`src/verilog/frame_pkg.sv`:
```
`default_nettype none

package frame_pkg;

    typedef struct packed {
        logic [7:0] r;
        logic [7:0] g;
        logic [7:0] b;
    } pixel_t;

    typedef struct packed {
        logic   vsync;
        logic   de;
        pixel_t pixel;
    } video_t;

    typedef logic [15:0] mem_addr_t;

    typedef struct packed {
        logic      en;
        mem_addr_t addr;
        pixel_t    data;
    } mem_wr_t;

    typedef struct packed {
        logic      en;
        mem_addr_t addr;
    } mem_rd_t;

    typedef enum logic [3:0] {
        OP_CAPTURE = 4'd1,
        OP_READ    = 4'd2
    } opcode_e;

    // Shared by the command and the response stream
    typedef struct packed {
        logic        enable;
        logic [31:0] data;
    } udp_word_t;

    // Opcode in [31:28], count in [27:16] and start address in [15:0]
    localparam int CMD_OP_LSB    = 28;
    localparam int CMD_COUNT_LSB = 16;
    localparam int CMD_ADDR_LSB  = 0;

    // Luma weights scaled by 256
    localparam int GRAY_R_WEIGHT = 77;
    localparam int GRAY_G_WEIGHT = 150;
    localparam int GRAY_B_WEIGHT = 29;

endpackage

`default_nettype wire
```
`src/verilog/grayscale_copy.sv`:
```
`timescale 1ns/1ps
`default_nettype none

module grayscale_copy #(
    parameter int FRAME_PIXELS = 128
) (
    input  wire logic              clk,
    input  wire logic              reset_i,
    input  wire logic              start_i,
    input  wire logic              grant_i,
    input  wire frame_pkg::pixel_t rd_data_i,
    output frame_pkg::mem_rd_t     rd_o,
    output frame_pkg::mem_wr_t     wr_o,
    output logic                   busy_o,
    output logic                   done_o
);
    import frame_pkg::*;

    localparam mem_addr_t RD_LAST = mem_addr_t'(FRAME_PIXELS - 1);
    localparam mem_addr_t WR_LAST = mem_addr_t'(2 * FRAME_PIXELS - 1);

    logic        reading;
    logic        busy_q;
    logic        kick;
    logic        rd_fire;
    mem_addr_t   rd_cnt;
    logic        s1_valid;
    logic        s2_valid;
    mem_addr_t   s1_addr;
    mem_addr_t   s2_addr;
    logic        wr_last;
    logic [15:0] gray_sum;
    logic [7:0]  gray_q;

    assign kick    = start_i & ~busy_q;
    assign rd_fire = reading & grant_i;
    assign wr_last = s2_valid && (s2_addr == WR_LAST);

    // Busy already in the start cycle, so a capture cannot slip in
    assign busy_o = busy_q | start_i;

    always_comb begin
        rd_o.en   = reading;
        rd_o.addr = rd_cnt;
    end

    // Weighted luma sum with the top byte kept
    assign gray_sum = 16'(GRAY_R_WEIGHT * rd_data_i.r
                        + GRAY_G_WEIGHT * rd_data_i.g
                        + GRAY_B_WEIGHT * rd_data_i.b);

    always_comb begin
        wr_o.en   = s2_valid;
        wr_o.addr = s2_addr;
        wr_o.data = {gray_q, gray_q, gray_q};
    end

    always_ff @(posedge clk) begin
        if (reset_i) begin
            reading  <= 1'b0;
            busy_q   <= 1'b0;
            s1_valid <= 1'b0;
            s2_valid <= 1'b0;
            done_o   <= 1'b0;
        end else begin
            if (kick) begin
                reading <= 1'b1;
                busy_q  <= 1'b1;
            end else begin
                if (rd_fire && rd_cnt == RD_LAST) begin
                    reading <= 1'b0;
                end
                if (wr_last) begin
                    busy_q <= 1'b0;
                end
            end
            // s1 marks the cycle the read data is valid
            s1_valid <= rd_fire;
            s2_valid <= s1_valid;
            done_o   <= wr_last;
        end
    end

    always_ff @(posedge clk) begin
        if (kick) begin
            rd_cnt <= '0;
        end else if (rd_fire) begin
            rd_cnt <= rd_cnt + 1'b1;
        end
        s1_addr <= rd_cnt + mem_addr_t'(FRAME_PIXELS);
        s2_addr <= s1_addr;
        gray_q  <= gray_sum[15:8];
    end

endmodule

`default_nettype wire

```
`config.mk`:
```
export PLATFORM = sky130hd
export DESIGN_NAME = grayscale_copy
export DESIGN_NICKNAME = d
export VERILOG_FILES = /design/src/verilog/frame_pkg.sv /design/src/verilog/grayscale_copy.sv
export SDC_FILE = /design/constraint.sdc
export NUM_CORES = 1
export LEC_CHECK = 0
export BUFFER_PORTS_ARGS = -buffer_cell sky130_fd_sc_hd__buf_2
export CELL_PAD_IN_SITES_DETAIL_PLACEMENT = 1
export CELL_PAD_IN_SITES_GLOBAL_PLACEMENT = 1
export CORE_MARGIN = 2
export CORE_UTILIZATION = 44
export DETAILED_ROUTE_END_ITERATION = 10
export GPL_TIMING_DRIVEN = 0
export PLACE_DENSITY_LB_ADDON = 0.1
export SLEW_MARGIN = 20
export SYNTH_ARGS = -nofsm -noshare
export SYNTH_HDL_FRONTEND = slang
export SYNTH_SLANG_ARGS = --single-unit
```
`constraint.sdc`:
```
create_clock -name clk -period 8.1 [get_ports clk]
set_input_delay 2.025 -clock clk [delete_from_list [all_inputs] [get_ports clk]]
set_output_delay 2.025 -clock clk [all_outputs]
set_load 0.03 [all_outputs]
```
==> results.py <==
metrics = {
    "drt": {
        "drc": 0,
        "dr.first_iter.drc_count": 105,
        "dr.pass1.iters": 3,
        "antenna_left": 0,
        "vias": 3657,
        "vias_per_cell": 4.92,
        "wl_per_cell_um": 14.6,
        "drt-total-wl_um": 10900,
    },
    "timing": {
        "worst_pin_slew_ps": 466,
        "rsz0062_at_grt": "no",
        "maxSlewViolCount": 0,
        "slew_headroom_pct": 68.9,
        "fmax_mhz": 128,
        "setup_viol": 0,
        "skew_ps": 4.40,
        "period_share_pct": 96.6,
        "post-route-min-period_ps": 7830,
        "hold_viol": 0,
    },
    "layout": {
        "diodes": 0,
        "ff_latch_area_sq_um": 1220,
        "final_nets": 764,
        "postLayoutCoreUtil_pct": 52.8,
        "stdcell_area_sq_um": 5950,
        "drive_gt1_share_pct": 22.5,
        "final_common_cell": "inv_1",
        "final_cell_mix": "93 x inv_1, 88 x buf_2, 86 x ha_1",
        "final_cells": 743,
        "multi_input_area_sq_um": 3320,
        "fillCellCount": 1301,
        "syn2layout_area_growth_pct": 18.4,
    },
    "status": {
        "status": "completed",
    },
    "floorplan": {
        "fp.dieW_um": 111,
        "core_sq_um": 11300,
        "rows": 39,
        "io_pins": 88,
        "die_h_um": 111,
        "die_area_sq_um": 12300,
        "initial_core_util_pct": 44.6,
    },
    "synthesis": {
        "syn_nets": 666,
        "synth_top_cell_area_share_pct": 24.3,
        "synth_cell_types": 44,
        "synth.avg_cell_area_sq_um": 10.1,
        "async_flop_share_pct": 0,
        "synth.area.top_cells": "dfxtp_1 24%, fa_1 22%, ha_1 21%, inv_1 6.9%, xnor2_1 4.0%",
        "synth-seq-cells": 61,
        "synth_flop_cell": "dfxtp_1",
        "synth.yosys.seq_area_share_pct": 24.3,
        "synth_edf_count": 0,
        "syn_area_sq_um": 5020,
        "ys_warn_count": 0,
        "synth_top_area_cell": "dfxtp_1",
        "synthCells": 497,
    },
    "place": {
        "dp_cells": 727,
        "place_hpwl_um": 9550,
        "place_area_sq_um": 5640,
        "portBuffers": 87,
        "routabilityCongestion": 0.837,
    },
    "worst_hold_path": {
        "hp-class": "register to register",
    },
    "setup_path": {
        "cp_max_fo": 5,
        "crit_type": "input pin to register",
        "cp_top_family": "adder cells",
        "crit_path_frequent_cell": "fa_1",
        "setup.worst_path.end_class": "register",
        "slowest_delay_ps": 540,
        "path_cells": "buf_2 -> ha_1 -> ha_1 -> inv_1 -> fa_1 -> fa_1 -> inv_1 -> ha_1 -> xnor2_1 -> fa_1 -> fa_1 -> inv_1 -> fa_1 -> fa_1 -> inv_1 -> ha_1 -> a21oi_1 -> o21ai_0 -> a21oi_2 -> o21ai_1 -> o31ai_2 -> xnor2_1",
        "cp_data_arrival_time_ps": 8060,
        "path_buf_inv": 5,
        "cp-start-kind": "input pin",
        "cp.required_ps": 8330,
        "cpMaxStageDelayCell": "fa_1",
    },
    "power_and_ir_drop": {
        "p_leak_uw": 0.00311,
        "ir_drop_v": 0.000289,
        "finalPower_uw": 2800,
        "powerDensity_nw_per_um2": 470,
    },
    "grt": {
        "grt_overflow_total": 0,
        "grt_pass1_wl_um": 18600,
        "grt_usage_pct": 18.5,
        "grt_pass1_vias": 4027,
        "antenna_found_initial": 0,
        "grt_start_max_net_pins": 13,
    },
    "cts": {
        "clkTransAtPathRegs_ps": 50,
        "cts-root-buf": "clkbuf_16",
        "htree_levels": 3,
        "clk_latency_ps": 320,
        "cts_num_sinks": 61,
        "cts_inserted_buffers": 9,
        "clockBufferDepth": 2,
        "cts_hold_buf": 0,
        "postCtsSetupBuffers": 0,
        "tritoncts": "done",
    },
    "run": {
        "drv_cap": 0,
    },
}
through the flow:
| stage | setup TNS [ps] | setup WS, ps | hold slack, ps |
|---|---|---|---|
| 2_1_floorplan | 0 | 526 | 310 |
| 6_report | 0 | 273 | 323 |
| 4_1_cts | 0 | 108 | 326 |
| 3_5_place_dp | -426 | -231 | 313 |
| 3_3_place_gp | -66.6 | -66.6 | 311 |
| 5_1_grt | 0 | 18.6 | 329 |
sequential cells by signal, summed over array words and instances, names as in the netlist:
register  cells
busy_q        1
s1_valid      1
rd_cnt       16
reading       1
s2_addr      16
s1_addr      16
gray_q        8
done_o        1
s2_valid      1
where the power goes:
| part | switching [uW] | internal [uW] | total [uW] |
|---|---|---|---|
| combinational | 1150 | 893 | 2050 |
| clock | 133 | 238 | 371 |
| sequential | 19.6 | 359 | 379 |
| total | 1300 | 1490 | 2800 |
final cells by class:
cell class | instances | area share (%)
multi-input combinational | 322 | 55.7
timing repair buffer | 87 | 7.32
inverter | 93 | 5.87
buffer | 21 | 2.48
clock buffer | 9 | 3.79
sequential | 61 | 20.5
clock inverter | 7 | 1.26
tap | 143 | 3.01
cell families after synthesis:
family / Yosys count / share of synthesized area (%)
adder cells (fa/ha/maj): 141 / 43.3
XOR/XNOR: 39 / 6.80
AND/OR/NAND/NOR: 91 / 9.41
buffers and inverters: 114 / 9.89
flip-flops: 61 / 24.3
AO/OA/AOI/OAI: 51 / 6.28
synthesized netlist by cell type, types with 2 or more instances:
library cell	number
inv_1	93
ha_1	86
dfxtp_1	61
fa_1	55
nor2_1	28
xnor2_1	23
a21oi_1	22
buf_4	18
xor2_1	16
nand2_1	15
o21ai_0	8
nand3_1	7
a21o_1	5
and3_1	5
nor2b_1	5
nand2b_1	4
nor3_1	4
or2_2	4
nand4_1	3
nor4_1	3
o22ai_1	3
a211o_1	2
clkbuf_1	2
nand3_2	2
nand4b_1	2
o21a_1	2
o21bai_1	2
worst paths after layout:
check | endpoint | slack [ps] | startpoint | depth (start not counted)
hold / removal | s2_addr[10]$_DFF_P_ | 320 | s1_addr[10]$_DFF_P_ | 0
setup reg to reg | rd_cnt[15]$_SDFFE_PP0P_ | 6230 | rd_cnt[7]$_SDFFE_PP0P_ | 7
setup / recovery | gray_q[6]$_DFF_P_ | 270 | rd_data_i[12] | 22
hold reg to reg | s2_addr[10]$_DFF_P_ | 320 | s1_addr[10]$_DFF_P_ | 0
worst register-to-register path, delay by kind of cell, from the launching register on:
family                   cells  cell delay (ps)
XOR/XNOR                     1              150
adder cells (fa/ha/maj)      1              270
flip-flops                   1              450
AND/OR/NAND/NOR              5              870
routing by layer:
| metal | vias to the layer above | wire length, um | global-route usage, % |
|---|---|---|---|
| met1 | 1801 | 4750 | 22.5 |
| met2 | 73 | 5620 | 34.2 |
| li1 | 1775 | - | - |
| met5 | - | 0 | 0 |
| met4 | 0 | 123 | 4.67 |
| met3 | 8 | 364 | 2.79 |
what timing repair did:
action,in CTS,in global routing
hold endpoints to repair,0,0
endpoints found under the setup margin,0,3
gates resized for setup,0,2
Note: power is estimated with default switching activity, not from simulation.
