<file path="config.mk">
export PLATFORM = sky130hd
export DESIGN_NAME = udp_readout
export DESIGN_NICKNAME = d
export VERILOG_FILES = /design/src/verilog/frame_pkg.sv /design/src/verilog/udp_readout.sv
export SDC_FILE = /design/constraint.sdc
export NUM_CORES = 1
export LEC_CHECK = 0
export ABC_CLOCK_PERIOD_IN_PS = 2850
export BUFFER_PORTS_ARGS = -buffer_cell sky130_fd_sc_hd__buf_4
export CAP_MARGIN = 10
export CORE_ASPECT_RATIO = 1.1
export CORE_MARGIN = 2
export CORE_UTILIZATION = 30
export DETAILED_ROUTE_END_ITERATION = 7
export MAX_ROUTING_LAYER = met4
export PLACE_DENSITY = 0.65
export SLEW_MARGIN = 20
export SYNTH_ARGS = -nofsm -noshare
export SYNTH_HDL_FRONTEND = slang
export SYNTH_SLANG_ARGS = --single-unit
</file>
<file path="constraint.sdc">
create_clock -name clk -period 2.85 [get_ports clk]
set_input_delay 0.1425 -clock clk [delete_from_list [all_inputs] [get_ports clk]]
set_output_delay 0.1425 -clock clk [all_outputs]
set_load 0.02 [all_outputs]
</file>
<file path="src/verilog/frame_pkg.sv">
`default_nettype none

package frame_pkg;

    typedef struct packed {
        logic [7:0] r;
        logic [7:0] g;
        logic [7:0] b;
    } pixel_t;

    typedef struct packed {
        logic   vsync;
        logic   de;
        pixel_t pixel;
    } video_t;

    typedef logic [15:0] mem_addr_t;

    typedef struct packed {
        logic      en;
        mem_addr_t addr;
        pixel_t    data;
    } mem_wr_t;

    typedef struct packed {
        logic      en;
        mem_addr_t addr;
    } mem_rd_t;

    typedef enum logic [3:0] {
        OP_CAPTURE = 4'd1,
        OP_READ    = 4'd2
    } opcode_e;

    // Shared by the command and the response stream
    typedef struct packed {
        logic        enable;
        logic [31:0] data;
    } udp_word_t;

    // Opcode in [31:28], count in [27:16] and start address in [15:0]
    localparam int CMD_OP_LSB    = 28;
    localparam int CMD_COUNT_LSB = 16;
    localparam int CMD_ADDR_LSB  = 0;

    // Luma weights scaled by 256
    localparam int GRAY_R_WEIGHT = 77;
    localparam int GRAY_G_WEIGHT = 150;
    localparam int GRAY_B_WEIGHT = 29;

endpackage

`default_nettype wire
</file>
<file path="src/verilog/udp_readout.sv">
`timescale 1ns/1ps
`default_nettype none

module udp_readout #(
    parameter int FRAME_PIXELS = 128
) (
    input  wire logic                 clk,
    input  wire logic                 reset_i,
    input  wire frame_pkg::udp_word_t rx_i,
    input  wire logic                 grant_i,
    input  wire frame_pkg::pixel_t    rd_data_i,
    output frame_pkg::mem_rd_t        rd_o,
    output logic                      capture_o,
    output frame_pkg::udp_word_t      tx_o
);
    import frame_pkg::*;

    localparam int        DEPTH     = 2 * FRAME_PIXELS;
    localparam mem_addr_t ADDR_LAST = mem_addr_t'(DEPTH - 1);

    opcode_e     cmd_op;
    logic [11:0] cmd_count;
    mem_addr_t   cmd_addr;
    logic        cmd_ok;
    logic        cmd_read;
    logic        active;
    logic        rd_fire;
    logic        pending;
    mem_addr_t   rd_addr;
    logic [11:0] remain;

    assign cmd_op    = opcode_e'(rx_i.data[CMD_OP_LSB +: 4]);
    assign cmd_count = rx_i.data[CMD_COUNT_LSB +: 12];
    assign cmd_addr  = rx_i.data[CMD_ADDR_LSB +: 16];

    // Anything arriving mid-read is dropped
    assign cmd_ok   = rx_i.enable & ~active;
    assign cmd_read = cmd_ok && (cmd_op == OP_READ);
    assign rd_fire  = active & grant_i;

    always_comb begin
        rd_o.en   = active;
        rd_o.addr = rd_addr;
    end

    // Memory word lands one cycle after the grant
    always_comb begin
        tx_o.enable = pending;
        tx_o.data   = {8'h00, rd_data_i};
    end

    always_ff @(posedge clk) begin
        if (reset_i) begin
            active    <= 1'b0;
            pending   <= 1'b0;
            capture_o <= 1'b0;
        end else begin
            capture_o <= cmd_ok && (cmd_op == OP_CAPTURE);
            pending   <= rd_fire;
            // Zero count never starts a read
            if (cmd_read && cmd_count != '0) begin
                active <= 1'b1;
            end else if (rd_fire && remain == 12'd1) begin
                active <= 1'b0;
            end
        end
    end

    always_ff @(posedge clk) begin
        if (cmd_read) begin
            rd_addr <= mem_addr_t'(32'(cmd_addr) % DEPTH);
            remain  <= cmd_count;
        end else if (rd_fire) begin
            rd_addr <= (rd_addr == ADDR_LAST) ? '0 : rd_addr + 1'b1;
            remain  <= remain - 1'b1;
        end
    end

endmodule

`default_nettype wire

</file>
==> reports/metrics.cfg, run 1 <==
[cts]
root_buffer=clkbuf_8
post_cts_buffers=0
cts.sinks=31
ctsLongestPathBuffers=2
clk_latency_ps=280
cts_tree=done
ctsHoldBuffers=0
cts_buffers=5
htreeDepth=2
cts-resized-gates=0
clkTransAtPathRegs_ps=60

[sta]
finalCritPeriodShare_pct=77.51
fin_skew_ps=8.011
fin_setup_tns_ps=0
fin_crit_ps=2209
final_max_slew_viol_count=0
fmaxAchievable_ghz=0.4527
setup_viol=0
slew_headroom_pct=52.83
worst_slew_pin_slew_ps=701.5
hold_viol_final=0
worst_slack_ps=641.0
rsz0062_at_grt=false

[power]
total_power_mw=0.9399
power_density_mw_per_mm2=418.3
p_leak_nw=0.8726
ir_worst_vdd_mv=0.1705

[worst_setup_path]
startpoint_type=flop
worst_ep_arrival_time_ps=2190
worstPathRequired_ps=2830
path_max_fanout=26
path_class=flop to flop
endpoint_kind=flop

[grt]
grt_pass1_wl_mm=6.713
grt_max_degree=27
grt_pass1_vias=1434
track_usage_pct=12.69
grt_antenna_before_repair=0
overflow=0

[placed_design]
post-dp-hpwl_mm=3.185
gp_congestion=0.8872
port_buffers=46
pre_cts_ws_ps=623.2

[die]
rows=30
ioPinCount=111
die_y_um=88.30
start_util_pct=31.29
die_w_um=80.64
dieArea_mm2=0.007120
core_mm2=0.006193

[synthesis]
netlist-cell-type-count=36
yosys.area.top_type=edfxtp_1
synth_warnings=0
synth_area_leaders=edfxtp_1 31%, buf_4 13%, dfxtp_1 11%
synth-seq-cells=31
syn_area_per_cell_um2=9.099
synth.top_cell.area_share_pct=30.99
mappedNetlistArea_mm2=0.001938
ys_seq_area_share_pct=42.35
syn_inst=213

[cells_and_area]
n_antenna_cell=0
multi_input_area_um2=815.8
areaGrowthSynthToFinish_pct=15.95
seq_area_um2=820.8
fillers=655
nNetsFinal=301
drive_gt1_share_pct=24.69

[routing]
drtAntennaViolNets=0
first_pass_iters=4
drt_wl_total_mm=4.216
drt_iter0_drc=52
vias=1516
viasPerCell=4.752
drc=0
wire_per_inst_um=13.22

[flow_run]
cap_violations=0

[worst_hold_path]
min_path_type=input pin to flop

[status]
outcome=finished clean

-- final timing paths --
| kind | startpoint | end | slack, ps | depth (start not counted) |
|---|---|---|---|---|
| worst min register to register | active | pending | 540 | 2 |
| worst max-delay path | active | remain[0] | 640 | 5 |
| worst max register to register | active | remain[0] | 640 | 5 |
| worst min-delay path | rx_i[29] | capture_o | 30 | 2 |
-- Yosys cell counts --
cell type	instances
buf_2	1
conb_1	1
edfxtp_1	20
inv_1	12
and4_1	1
a31o_2	1
nor4b_1	1
dfxtp_1	11
o2111a_1	1
a31o_1	1
or3b_1	1
or4b_1	1
a21o_1	1
nand3_1	8
xnor2_1	14
mux2i_1	1
nand4_1	5
nand2_1	12
o21ai_1	1
buf_6	1
or2_2	1
a21oi_1	16
nor2_1	26
nor3_1	4
or4b_2	1
ha_1	3
nand4b_1	1
xor2_1	6
a31oi_1	1
clkbuf_1	3
nor3b_1	2
buf_4	34
o22ai_1	6
o31ai_1	1
o21ai_0	1
nor4_1	12
-- per-layer routing --
metal / vias up / global-route usage, % / wire (µm)
li1: 763 / - / -
met1: 696 / 15.11 / 1808
met2: 51 / 20.61 / 2075
met3: 6 / 3.673 / 284
met4: 0 / 4.314 / 47
met5: - / - / 0
-- stage by stage --
stage,std cells,util (%),instance area [µm²],hold WS [ps]
5_1_grt,319,36.28,2247,32.36
6_report,319,36.28,2247,26.62
3_5_place_dp,311,34.83,2157,285.1
4_1_cts,319,36.28,2247,21.21
3_3_place_gp,311,34.83,2157,285.1
2_1_floorplan,220,-,1964,211.6
-- cell type report --
type,instances,area share [%]
multi-input combinational,138,36.30
timing repair buffer,50,16.70
clock buffer,7,3.842
clock inverter,1,0.1670
sequential,31,36.53
tap,80,4.454
inverter,12,2.004
-- critical path, stage by stage, from the launching register on --
cell	delay, ps
dfxtp_1	360
or4b_1	540
or3b_1	450
buf_4	240
nand2_1	100
buf_4	210
-- sequential cells by signal, indices dropped and copies added, names as in the netlist --
register	flops
active	1
capture_o	1
remain	12
rd_addr	16
pending	1
-- cells by family (layout without fill, tap and decap cells) --
family / after synthesis / count (layout) / share of synthesized area [%]
adder cells (fa/ha/maj): 3 / 3 / 1.937
XOR/XNOR: 20 / 20 / 9.038
flip-flops: 31 / 31 / 42.35
buffers and inverters: 51 / 70 / 16.91
AND/OR/NAND/NOR: 76 / 76 / 19.88
AO/OA/AOI/OAI: 30 / 30 / 9.168
multiplexers: 1 / 1 / 0.5165
other: 1 / 8 / 0.1935
-- power by group --
part	internal, mW	switching, mW	total (mW)
Sequential	0.485	0.00938	0.495
Combinational	0.0445	0.0470	0.0915
Clock	0.193	0.161	0.354
Total	0.723	0.217	0.940
-- layout by cell type, fill, tap and decap left out, types with 2 or more instances in the layout --
| master | netlist | routed |
|---|---|---|
| nor3b_1 | 2 | 2 |
| buf_4 | 34 | 50 |
| nor2_1 | 26 | 26 |
| edfxtp_1 | 20 | 20 |
| a21oi_1 | 16 | 16 |
| o22ai_1 | 6 | 6 |
| xor2_1 | 6 | 6 |
| nand2_1 | 12 | 12 |
| clkbuf_8 | 0 | 6 |
| nand3_1 | 8 | 8 |
| xnor2_1 | 14 | 14 |
| nor3_1 | 4 | 4 |
| dfxtp_1 | 11 | 11 |
| inv_1 | 12 | 12 |
| ha_1 | 3 | 3 |
| nor4_1 | 12 | 12 |
| conb_1 | 1 | 8 |
| nand4_1 | 5 | 5 |
Note: power is estimated with default switching activity, not from simulation.
==> run 2, diff against run 1 <==
Settings changed: ABC_CLOCK_PERIOD_IN_PS 2850 to 2200.
Clock period 2.85 ns to 2.2 ns, I/O delays scaled along.
==> run 2 against run 1 <==
Net effect:
- non-clock buffer count grew 6
- largest cell class is now multi-input combinational cells
- cell area rose by 3.2%
- die area stayed put
- highest routed layer unchanged
- hold slack worse by 22 ps
- sequential cell count did not move
- via count grew 3.6%
- core utilization rose by 1.2 points
==> reports/metrics.cfg, run 2 (same netlist as run 1, synthesis figures left out) <==
[status]
outcome=finished clean

[worst_setup_path]
timing.rr.start=active
r2r_slack_ps=130  ; -520 ps
slowest_stage=or4b_1
slowest_delay_ps=530  ; about the same
crit_family=simple AND/OR/NAND/NOR gates
path_max_fanout=25  ; -3.8%
critPathLaunch=active
startpoint_type=flop
path_class=flop to flop
worstPathRequired_ps=2410  ; -420 ps
endpoint_kind=flop
worst_ep_arrival_time_ps=2280  ; +90 ps
cp.buffers_inverters=1  ; -1
path_cells=or4b_1, or3b_1, buf_4, a31o_1, a21oi_1

[cts]
cts_tree=done
cts_buffers=5  ; unchanged
root_buffer=clkbuf_8
htreeDepth=2  ; unchanged
ctsLongestPathBuffers=2  ; unchanged
clkTransAtPathRegs_ps=60  ; about the same
cts.sinks=31  ; unchanged
clk_latency_ps=290  ; about the same

[cells_and_area]
n_antenna_cell=0  ; unchanged
fin_util_pct=37.43  ; +1.2 points
final_common_cell=buf_4
areaGrowthSynthToFinish_pct=19.63
final_cell_mix=55 x buf_4, 26 x nor2_1, 20 x edfxtp_1
nNetsFinal=307  ; +2.0%
drive_gt1_share_pct=28.16  ; +3.5 points
top_register=rd_addr
top_regs=rd_addr x16, remain x12
largest_register_ffs=16  ; unchanged
fillers=656  ; +0.15%

[routing]
wire_per_inst_um=12.95  ; -2.0%
first_pass_iters=4  ; unchanged
drt_wl_total_mm=4.209  ; -0.17%
viasPerCell=4.831  ; +1.7%
drc=0  ; unchanged
drtAntennaViolNets=0  ; unchanged
vias=1570  ; +3.6%
drt_iter0_drc=77  ; +48%

[placed_design]
gp_congestion=0.8586  ; -3.2%
port_buffers=46  ; unchanged
post-dp-hpwl_mm=3.143  ; -1.3%

[die]
dieArea_mm2=0.007120  ; unchanged
core_mm2=0.006193  ; unchanged
start_util_pct=31.29  ; unchanged
ioPinCount=111  ; unchanged
die_y_um=88.30  ; unchanged
rows=30  ; unchanged
die_w_um=80.64  ; unchanged

[power]
p_leak_nw=0.9063  ; +3.9%
ir_worst_vdd_mv=0.2347  ; +38%
power_density_mw_per_mm2=533.1  ; +27%

[flow_run]
cap_violations=0  ; unchanged

[grt]
track_usage_pct=12.53  ; -0.16 points
grt_pass1_vias=1453  ; +1.3%
grt_antenna_before_repair=0  ; unchanged
overflow=0  ; unchanged
grt_max_degree=26  ; -3.7%
grt_pass1_wl_mm=6.624  ; -1.3%

[sta]
slew_headroom_pct=50.35  ; -2.5 points
fin_setup_tns_ps=0  ; unchanged
final_max_slew_viol_count=0  ; unchanged
setup_viol=0  ; unchanged
fmaxAchievable_ghz=0.4821  ; +6.5%
fin_skew_ps=8.047  ; +0.03608 ps
worst_slew_pin_slew_ps=738.5  ; +36.99 ps
finalCritPeriodShare_pct=94.29  ; +17 points
hold_viol_final=0  ; unchanged
rsz0062_at_grt=false
fin_crit_ps=2074  ; -134.6 ps

[worst_hold_path]
min_path_type=input pin to flop
hp-start=reset_i

run 2: cell types whose count changed in the layout (fill, tap and decap cells not counted), sizes merged:
cell,before,now
buf,50,55
dlygate4sd3,0,1
run 2: layout make-up:
type,count,area (µm²),area share (%)
clock inverters,1,5.005,0.2159
multi-input cells,138,838.3,36.16
inverters,12,45.04,1.943
repair buffers,56,422.9,18.24
clock buffers,7,86.33,3.724
well taps,80,100.1,4.317
flip-flops and latches,31,820.8,35.40
run 2: report_power, final:
group	total (mW)	internal, mW	switching [mW]	leakage, nW
clock	0.475	0.252	0.222	0.0482
sequential	0.639	0.628	0.0104	0.270
combinational	0.123	0.0600	0.0626	0.588
total	1.24	0.941	0.295	0.906
run 2: timing repair:
action	CTS	global route
endpoints found under the setup margin	0	2
gates resized for setup	0	3
hold buffers	1	0
buffers inserted	0	0
hold endpoints to repair	1	0
run 2: layer usage:
layer  track usage, %  wire length (µm)
met5                -                 0
met4            6.626                87
met3            3.061               282
met2            20.38              2003
met1            14.27              1836
run 2: per-stage QoR:
stage / area, µm² / power (mW) / setup slack, ps / hold WS, ps / cells
after floorplan: 1972 / 0.7839 / 58.73 / 179.1 / 220
after global placement: 2202 / 0.7716 / 104.0 / 220.1 / 316
after detailed placement: 2202 / 0.7732 / 108.0 / 220.1 / 316
after CTS: 2303 / 1.256 / 88.27 / 1.802 / 325
after global routing: 2318 / 1.283 / 48.37 / 3.069 / 325
final: 2318 / 1.236 / 125.6 / 4.886 / 325
run 2: final timing paths:
| path | end | cells after the start |
|---|---|---|
| worst max-delay path | active | 5 |
| worst min-delay path | pending | 2 |
| worst max register to register | active | 5 |
| worst min register to register | capture_o | 2 |
