[src/verilog/frame_pkg.sv]
`default_nettype none

package frame_pkg;

    typedef struct packed {
        logic [7:0] r;
        logic [7:0] g;
        logic [7:0] b;
    } pixel_t;

    typedef struct packed {
        logic   vsync;
        logic   de;
        pixel_t pixel;
    } video_t;

    typedef logic [15:0] mem_addr_t;

    typedef struct packed {
        logic      en;
        mem_addr_t addr;
        pixel_t    data;
    } mem_wr_t;

    typedef struct packed {
        logic      en;
        mem_addr_t addr;
    } mem_rd_t;

    typedef enum logic [3:0] {
        OP_CAPTURE = 4'd1,
        OP_READ    = 4'd2
    } opcode_e;

    // Shared by the command and the response stream
    typedef struct packed {
        logic        enable;
        logic [31:0] data;
    } udp_word_t;

    // Opcode in [31:28], count in [27:16] and start address in [15:0]
    localparam int CMD_OP_LSB    = 28;
    localparam int CMD_COUNT_LSB = 16;
    localparam int CMD_ADDR_LSB  = 0;

    // Luma weights scaled by 256
    localparam int GRAY_R_WEIGHT = 77;
    localparam int GRAY_G_WEIGHT = 150;
    localparam int GRAY_B_WEIGHT = 29;

endpackage

`default_nettype wire
[src/verilog/frame_capture.sv]
`timescale 1ns/1ps
`default_nettype none

module frame_capture #(
    parameter int FRAME_PIXELS = 128
) (
    input  wire logic              clk,
    input  wire logic              reset_i,
    input  wire frame_pkg::video_t video_i,
    input  wire logic              start_i,
    input  wire logic              copy_busy_i,
    output frame_pkg::mem_wr_t     wr_o,
    output logic                   done_o
);
    import frame_pkg::*;

    typedef enum logic [1:0] {
        IDLE,
        WAIT_FRAME,
        STORE
    } state_e;

    state_e    state;
    logic      vsync_q;
    logic      vsync_rise;
    mem_addr_t pix_cnt;
    logic      last_pix;

    assign vsync_rise = video_i.vsync & ~vsync_q;
    assign last_pix   = pix_cnt == mem_addr_t'(FRAME_PIXELS - 1);

    // Raw region starts at 0, so the count is the address
    always_comb begin
        wr_o.en   = (state == STORE) && video_i.de;
        wr_o.addr = pix_cnt;
        wr_o.data = video_i.pixel;
    end

    always_ff @(posedge clk) begin
        if (reset_i) begin
            state   <= IDLE;
            vsync_q <= 1'b0;
            done_o  <= 1'b0;
        end else begin
            vsync_q <= video_i.vsync;
            done_o  <= 1'b0;
            case (state)
                IDLE: begin
                    // Raw region is still being read by the copy
                    if (start_i && !copy_busy_i) begin
                        state <= WAIT_FRAME;
                    end
                end
                WAIT_FRAME: begin
                    if (vsync_rise) begin
                        state <= STORE;
                    end
                end
                STORE: begin
                    if (video_i.de && last_pix) begin
                        state  <= IDLE;
                        done_o <= 1'b1;
                    end
                end
                default: begin
                    state <= IDLE;
                end
            endcase
        end
    end

    always_ff @(posedge clk) begin
        if (state == WAIT_FRAME) begin
            pix_cnt <= '0;
        end else if (wr_o.en) begin
            pix_cnt <= pix_cnt + 1'b1;
        end
    end

endmodule

`default_nettype wire

[config.mk]
export PLATFORM = sky130hd
export DESIGN_NAME = frame_capture
export DESIGN_NICKNAME = d
export VERILOG_FILES = /design/src/verilog/frame_pkg.sv /design/src/verilog/frame_capture.sv
export SDC_FILE = /design/constraint.sdc
export NUM_CORES = 1
export LEC_CHECK = 0
export CAP_MARGIN = 40
export CORE_MARGIN = 2
export CORE_UTILIZATION = 65
export CTS_CLUSTER_SIZE = 14
export DETAILED_ROUTE_END_ITERATION = 7
export DONT_BUFFER_PORTS = 1
export PLACE_DENSITY = 0.85
export SYNTH_ARGS = -nofsm -noshare
export SYNTH_HDL_FRONTEND = slang
export SYNTH_SLANG_ARGS = --single-unit
[constraint.sdc]
create_clock -name clk -period 2.6 [get_ports clk]
set_input_delay 0.52 -clock clk [delete_from_list [all_inputs] [get_ports clk]]
set_output_delay 0.52 -clock clk [all_outputs]
set_load 0.01 [all_outputs]
==> flow_summary.toml, run 1 <==
[cts]
cts_setup_buffers = 0
cts-resized-gates = 0
clk_latency_ns = 0.29
holdBufCountCts = 0
clk_pin_slew_ns = 0.11
clock_path_buffers = 2
h-tree-depth = 1
clock-sinks = 20
root_buffer = "clkbuf_4"
numCtsBuffers = 3
cts_tree = "done"

[min_path]
hold_class = "input pin to flop"

[floorplan]
dieArea_mm2 = 0.00209
die_y_um = 45.8
num_rows = 15
initial_core_util_pct = 67.1
coreArea_mm2 = 0.00169
pin_count = 72
fp.dieW_um = 45.8

[yosys]
synth-simple-area-share_pct = 28.9
synth_top_area_share_pct = 35.3
ys_ff_latch = 20
syn_area_per_cell_um2 = 8.59
synthMuxAreaShare_pct = 0.883
syn_nets = 163
synth_seq_area_share_pct = 35.3
synth_area_mm2 = 0.00113
synth_top_area_cell = "dfxtp_1"
synth_compound_area_share_pct = 10.3
synthCells = 132
yosysWarnings = 0
synth_top_family_by_area = "simple AND/OR/NAND/NOR gates"
synthTopCellsByArea = "dfxtp_1, buf_4, a21oi_1"
ys_types = 36
synth_fa_ha_area_share_pct = 1.10
synth-xor-area-share_pct = 4.64

[setup_path]
crit_required_ns = 2.08
arrival_ns = 1.23
path_class = "flop to primary output"
end_kind = "primary output"
worst_setup_path_start_kind = "flop"
critPathMaxFanout = 11

[finish]
num-fill-cells = 159
multi_input_area_um2 = 519
fin_nets = 143
seq_area_um2 = 400
drive_above_1_share_pct = 11.7
stdcell_count = 128
area_delta_synth_final_pct = -11.5
num_antenna_cells = 0

[status]
outcome = "complete, no violations"

[timing]
post-route-period-util_pct = 67.3
max_freq_mhz = 572
hold_viol_final = 0
finalSetupTns_ns = 0
setup_viol = 0
rsz0062_at_grt = "no"
relSlewSlack_pct = 65.2
worst_slew_pin_slew_ns = 0.515
clock_skew_ns = 0.00191
fin_ws_ns = 0.850
drv_slew = 0
min_period_ns = 1.75

[grt]
top_usage_layer = "met2"
grt_util_met2_pct = 38.9
grt_max_degree = 12
grt_pass1_wl_um = 3380
groute.usage.overall_pct = 21.8
grt_pass1_vias = 850
antenna_found_initial = 0
use_met1_pct = 22.4
grt_remaining_overflow = 0
grtUsageMet3_pct = 8.33

[place]
place_hpwl_um = 1620
port_buffers = 0
pre_cts_slack_ns = 0.885
dp_cells = 124
place_congestion = 0.797

[drt]
dr_total_vias = 873
first_pass_iters = 4
ant_nets = 0
wl_per_cell_um = 16.8
drtIter0Drc = 14
routed_wl_um = 2150
avgViaCountPerCell = 6.82
drcViolationCount = 0

[flow_run]
cap_viol_max_count = 0

[power]
power.leakage_nw = 0.352
power_uw = 520
power_density_mw_per_mm2 = 518
vdd_drop_max_uv = 324
[state kept, by name, indices dropped and copies added (netlist names)]
| name | flops |
|---|---|
| state | 2 |
| done_o | 1 |
| vsync_q | 1 |
| pix_cnt | 16 |
[synthesized netlist by cell type, drive strengths merged]
master / instances
nand4: 3
and3: 1
clkbuf: 1
or4: 2
nor4: 4
mux2i: 1
o311ai: 1
nor2: 9
inv: 5
xnor2: 2
nor2b: 1
nand2b: 2
or3: 6
o211ai: 1
o31ai: 1
nand3: 8
xor2: 4
nor3: 3
and4: 3
nor3b: 1
a31o: 1
o21ai: 6
nor4b: 2
nand2: 7
dfxtp: 20
a21oi: 9
buf: 25
ha: 1
o32ai: 1
and4b: 1
[worst max-delay path, cell delays in order (launching register included)]
cell and delay (ns):
dfxtp_1 0.54, inv_1 0.14, nand3_1 0.16, inv_1 0.10
[final timing paths]
check	startpoint	cells past startpoint	to	slack [ns]
max reg2reg	pix_cnt[2]	4	pix_cnt[12]	0.85
min reg2reg	pix_cnt[15]	2	pix_cnt[15]	0.55
max	state[0]	3	wr_o[40]	0.85
min	reset_i	1	state[1]	0.28
[final cells by class]
class / count / share of cell area (%)
multi-input combinational: 81 / 51.7
sequential: 20 / 39.9
clock buffer: 4 / 3.62
tap: 17 / 2.12
inverter: 5 / 1.87
timing repair buffer: 1 / 0.748
[logic make-up (layout without fill, tap and decap cells)]
| logic type | after synthesis | count (layout) |
|---|---|---|
| XOR/XNOR | 6 | 6 |
| adder cells (fa/ha/maj) | 1 | 1 |
| buffers and inverters | 31 | 10 |
| AO/OA/AOI/OAI | 20 | 20 |
| flip-flops | 20 | 20 |
| AND/OR/NAND/NOR | 53 | 53 |
| multiplexers | 1 | 1 |
[metal layers]
layer	wire length (um)	up-vias	share of wire [%]
li1	-	411	-
met1	839	403	39
met2	1060	43	49
met3	194	16	9.0
met4	54	0	2.5
met5	0	-	0
[through the flow]
| stage | cell area [um2] | hold slack, ns | utilization [%] |
|---|---|---|---|
| floorplan | 1130 | 0.493 | - |
| global placement | 967 | 0.527 | 57.3 |
| detailed placement | 967 | 0.525 | 57.3 |
| CTS | 1000 | 0.275 | 59.4 |
| global route | 1000 | 0.260 | 59.4 |
| finish | 1000 | 0.278 | 59.4 |
[layout by cell type, fill, tap and decap left out, drive strengths merged]
cell | netlist | routed
mux2i | 1 | 1
or3 | 6 | 6
o311ai | 1 | 1
and3 | 1 | 1
and4 | 3 | 3
nor4b | 2 | 2
nor2b | 1 | 1
a31o | 1 | 1
nand3 | 8 | 8
dfxtp | 20 | 20
ha | 1 | 1
xnor2 | 2 | 2
nor2 | 9 | 9
clkbuf | 1 | 4
o21ai | 6 | 6
nand2b | 2 | 2
inv | 5 | 5
a21oi | 9 | 9
nand4 | 3 | 3
xor2 | 4 | 4
nor3 | 3 | 3
o31ai | 1 | 1
buf | 25 | 1
nand2 | 7 | 7
and4b | 1 | 1
or4 | 2 | 2
o211ai | 1 | 1
nor3b | 1 | 1
nor4 | 4 | 4
o32ai | 1 | 1
[power breakdown]
part | leakage [nW] | switching, mW | total (mW) | internal (mW)
sequential | 0.162 | 0.0101 | 0.323 | 0.312
combinational | 0.170 | 0.0123 | 0.0210 | 0.00870
clock | 0.0210 | 0.0914 | 0.177 | 0.0853
Note: power is estimated with default switching activity, not from simulation.
==> inputs of run 2 (changes only) <==
--- a/config.mk
+++ b/config.mk
@@ -7,11 +7,11 @@
 export LEC_CHECK = 0
 export CAP_MARGIN = 40
 export CORE_MARGIN = 2
-export CORE_UTILIZATION = 65
+export CORE_UTILIZATION = 55
 export CTS_CLUSTER_SIZE = 14
 export DETAILED_ROUTE_END_ITERATION = 7
 export DONT_BUFFER_PORTS = 1
-export PLACE_DENSITY = 0.85
+export PLACE_DENSITY = 0.77
 export SYNTH_ARGS = -nofsm -noshare
 export SYNTH_HDL_FRONTEND = slang
 export SYNTH_SLANG_ARGS = --single-unit
==> constraint.sdc (replaced) <==
create_clock -name clk -period 1.5 [get_ports clk]
set_input_delay 0.3 -clock clk [delete_from_list [all_inputs] [get_ports clk]]
set_output_delay 0.3 -clock clk [all_outputs]
set_load 0.01 [all_outputs]
==> run 2 against run 1 <==
  * Worst hold slack got worse by 0.24 ns
  * Sequential power grew 70%
  * Count of clock-buffer cells in the layout decreased by 1
  * Clock skew rose by 0.0014 ns
  * Flip-flop and latch count is the same
  * Die area is 17% higher
  * Via count is 11% higher
  * Critical path depth up 2
  * Utilization grew 1.6 points
  * Total power is 68% higher
  * First-iteration DRC count shrank 21%
  * Clock power increased by 45%
  * Critical path type is now flop to flop
  * Critical endpoint is now pix_cnt[14]
  * Largest power group unchanged
==> flow_summary.toml, run 2 (same netlist as run 1, synthesis figures left out) <==
[timing]
drv_slew = 0
rsz0062_at_grt = "yes"
worst_slew_pin_slew_ns = 0.489
clock_skew_ns = 0.00328
hold_viol_final = 0
min_period_ns = 1.48
finalSetupTns_ns = 0
relSlewSlack_pct = 66.9
fin_ws_ns = 0.0186
post-route-period-util_pct = 98.8
setup_viol = 0
max_freq_mhz = 675

[place]
dp_cells = 154
place_congestion = 0.846
place_hpwl_um = 1900
pre_cts_slack_ns = 0.0560
placed_area_mm2 = 0.00114
port_buffers = 0

[drt]
drcViolationCount = 0
dr_total_vias = 968
avgViaCountPerCell = 6.17
first_pass_iters = 4
routed_wl_um = 2540
ant_nets = 0
drtIter0Drc = 11
wl_per_cell_um = 16.2

[setup_path]
r2r-start = "pix_cnt[0]"
arrival_ns = 1.73
setup.worst_path.start = "pix_cnt[0]"
rr_endpoint = "pix_cnt[14]"
cp_top_family = "simple AND/OR/NAND/NOR gates"
crit_cells = 5
path_class = "flop to flop"
crit_required_ns = 1.74
crit_path_cell_trace = "ha_1 -> nand2_2 -> or3_4 -> or3_4 -> a21oi_2"
rrSetupSlack_ns = 0.02
crit_top_cell = "or3_4"
end_kind = "flop"
critPathMaxFanout = 4
worst_setup_path_start_kind = "flop"
endpoint = "pix_cnt[14]"
max_stage_delay_ns = 0.38
reg2reg_depth = 5
cp_slowest_cell = "or3_4"
worst-path-buf-inv = 0

[finish]
area_delta_synth_final_pct = 5.63
reg.largest.list = "pix_cnt: 16 flops, state: 2 flops"
final_common_cell = "buf_4"
finish.utilization_pct = 61.0
largest_reg_flops = 16
drive_above_1_share_pct = 38.5
fin_nets = 163
final_cell_mix = "buf_4, dfxtp_1, nor2_1"
num_antenna_cells = 0
regMostFlops = "pix_cnt"
stdcell_count = 157
fin_area_mm2 = 0.00120

[power]
vdd_drop_max_uv = 417
power.leakage_nw = 0.454
power_density_mw_per_mm2 = 730
p_int_uw = 665
power_frac_seq_pct = 62.9
pwr-share-comb_pct = 7.7
p_sw_uw = 210
p_sw_share_pct = 24.0
p_clk_share_pct = 29.4

[grt]
grt_max_degree = 11
grtUsageMet3_pct = 11.7
grt_remaining_overflow = 0
grt_util_met2_pct = 35.6
antenna_found_initial = 0
groute.usage.overall_pct = 21.6
grt_pass1_wl_um = 4150
top_usage_layer = "met2"
grt_pass1_vias = 947
use_met1_pct = 23.6

[status]
outcome = "complete, no violations"

[cts]
root_buffer = "clkbuf_4"
clock_path_buffers = 2
clk_latency_ns = 0.30
cts_tree = "done"
numCtsBuffers = 3
clock-sinks = 20
clk_pin_slew_ns = 0.11
h-tree-depth = 1

[floorplan]
fp.dieW_um = 49.4
num_rows = 16
pin_count = 72
initial_core_util_pct = 57.8
die_y_um = 49.4
coreArea_mm2 = 0.00196
dieArea_mm2 = 0.00244

[flow_run]
cap_viol_max_count = 0

[min_path]
hold_class = "input pin to flop"
## run 2: cell types whose count changed in the layout (fill, tap and decap cells not counted), moves of 2 or more
| cell | delta |
|---|---|
| a21oi_2 | +2 |
| inv_2 | +2 |
| inv_1 | -2 |
| dfxtp_2 | +8 |
| dfxtp_1 | -8 |
| a21oi_1 | -2 |
| buf_4 | +20 |
## run 2: routing by layer
layer	vias to the layer above	routed length (um)	part of all wire, %
li1	444	-	-
met4	0	54	2.1
met5	-	0	0
met3	10	245	9.7
met2	52	1270	50
met1	462	968	38
## run 2: worst min path at each step
stage                        from       end  slack, ns  depth (start not counted)
final                     reset_i  state[1]       0.04                          1
after global routing      reset_i  state[1]       0.03                          1
after floorplan           reset_i  state[1]       0.37                          1
after global placement    reset_i  state[1]       0.37                          1
after detailed placement  reset_i  state[1]       0.37                          1
after CTS                 reset_i  state[1]       0.04                          1
## run 2: cell type report
type                            count  area (um2)
Multi-Input combinational cell     81         554
Clock buffer                        3        22.5
Inverter                            5        18.8
Fill cell                         190         764
Sequential cell                    20         410
Timing Repair Buffer               21         158
Tap cell                           27        33.8
## run 2: timing repair
action,in CTS,in global routing
gates resized for setup,1,13
pin swaps,0,1
buffers inserted,0,0
hold endpoints to repair,0,0
hold buffers,0,0
endpoints found under the setup margin,1,7
## run 2: through the flow
step	hold slack (ns)	total power, mW
2_1_floorplan	0.369	0.666
6_report	0.0388	0.874
5_1_grt	0.0274	0.918
3_3_place_gp	0.371	0.622
3_5_place_dp	0.374	0.626
4_1_cts	0.0398	0.878
## run 2: worst reg2reg max path: stages (launching register included)
cell and delay, ns:
dfxtp_2 0.35, ha_1 0.16, nand2_2 0.05, or3_4 0.34, or3_4 0.38, a21oi_2 0.15
## run 2: power groups by stage
stage          Sequential [mW]  Combinational, mW  Clock [mW]
6_report                 0.550             0.0674       0.257
5_1_grt                  0.552             0.0746       0.291
4_1_cts                  0.550             0.0654       0.263
3_5_place_dp             0.562             0.0642           0
3_3_place_gp             0.561             0.0614           0
2_1_floorplan            0.566             0.0998           0
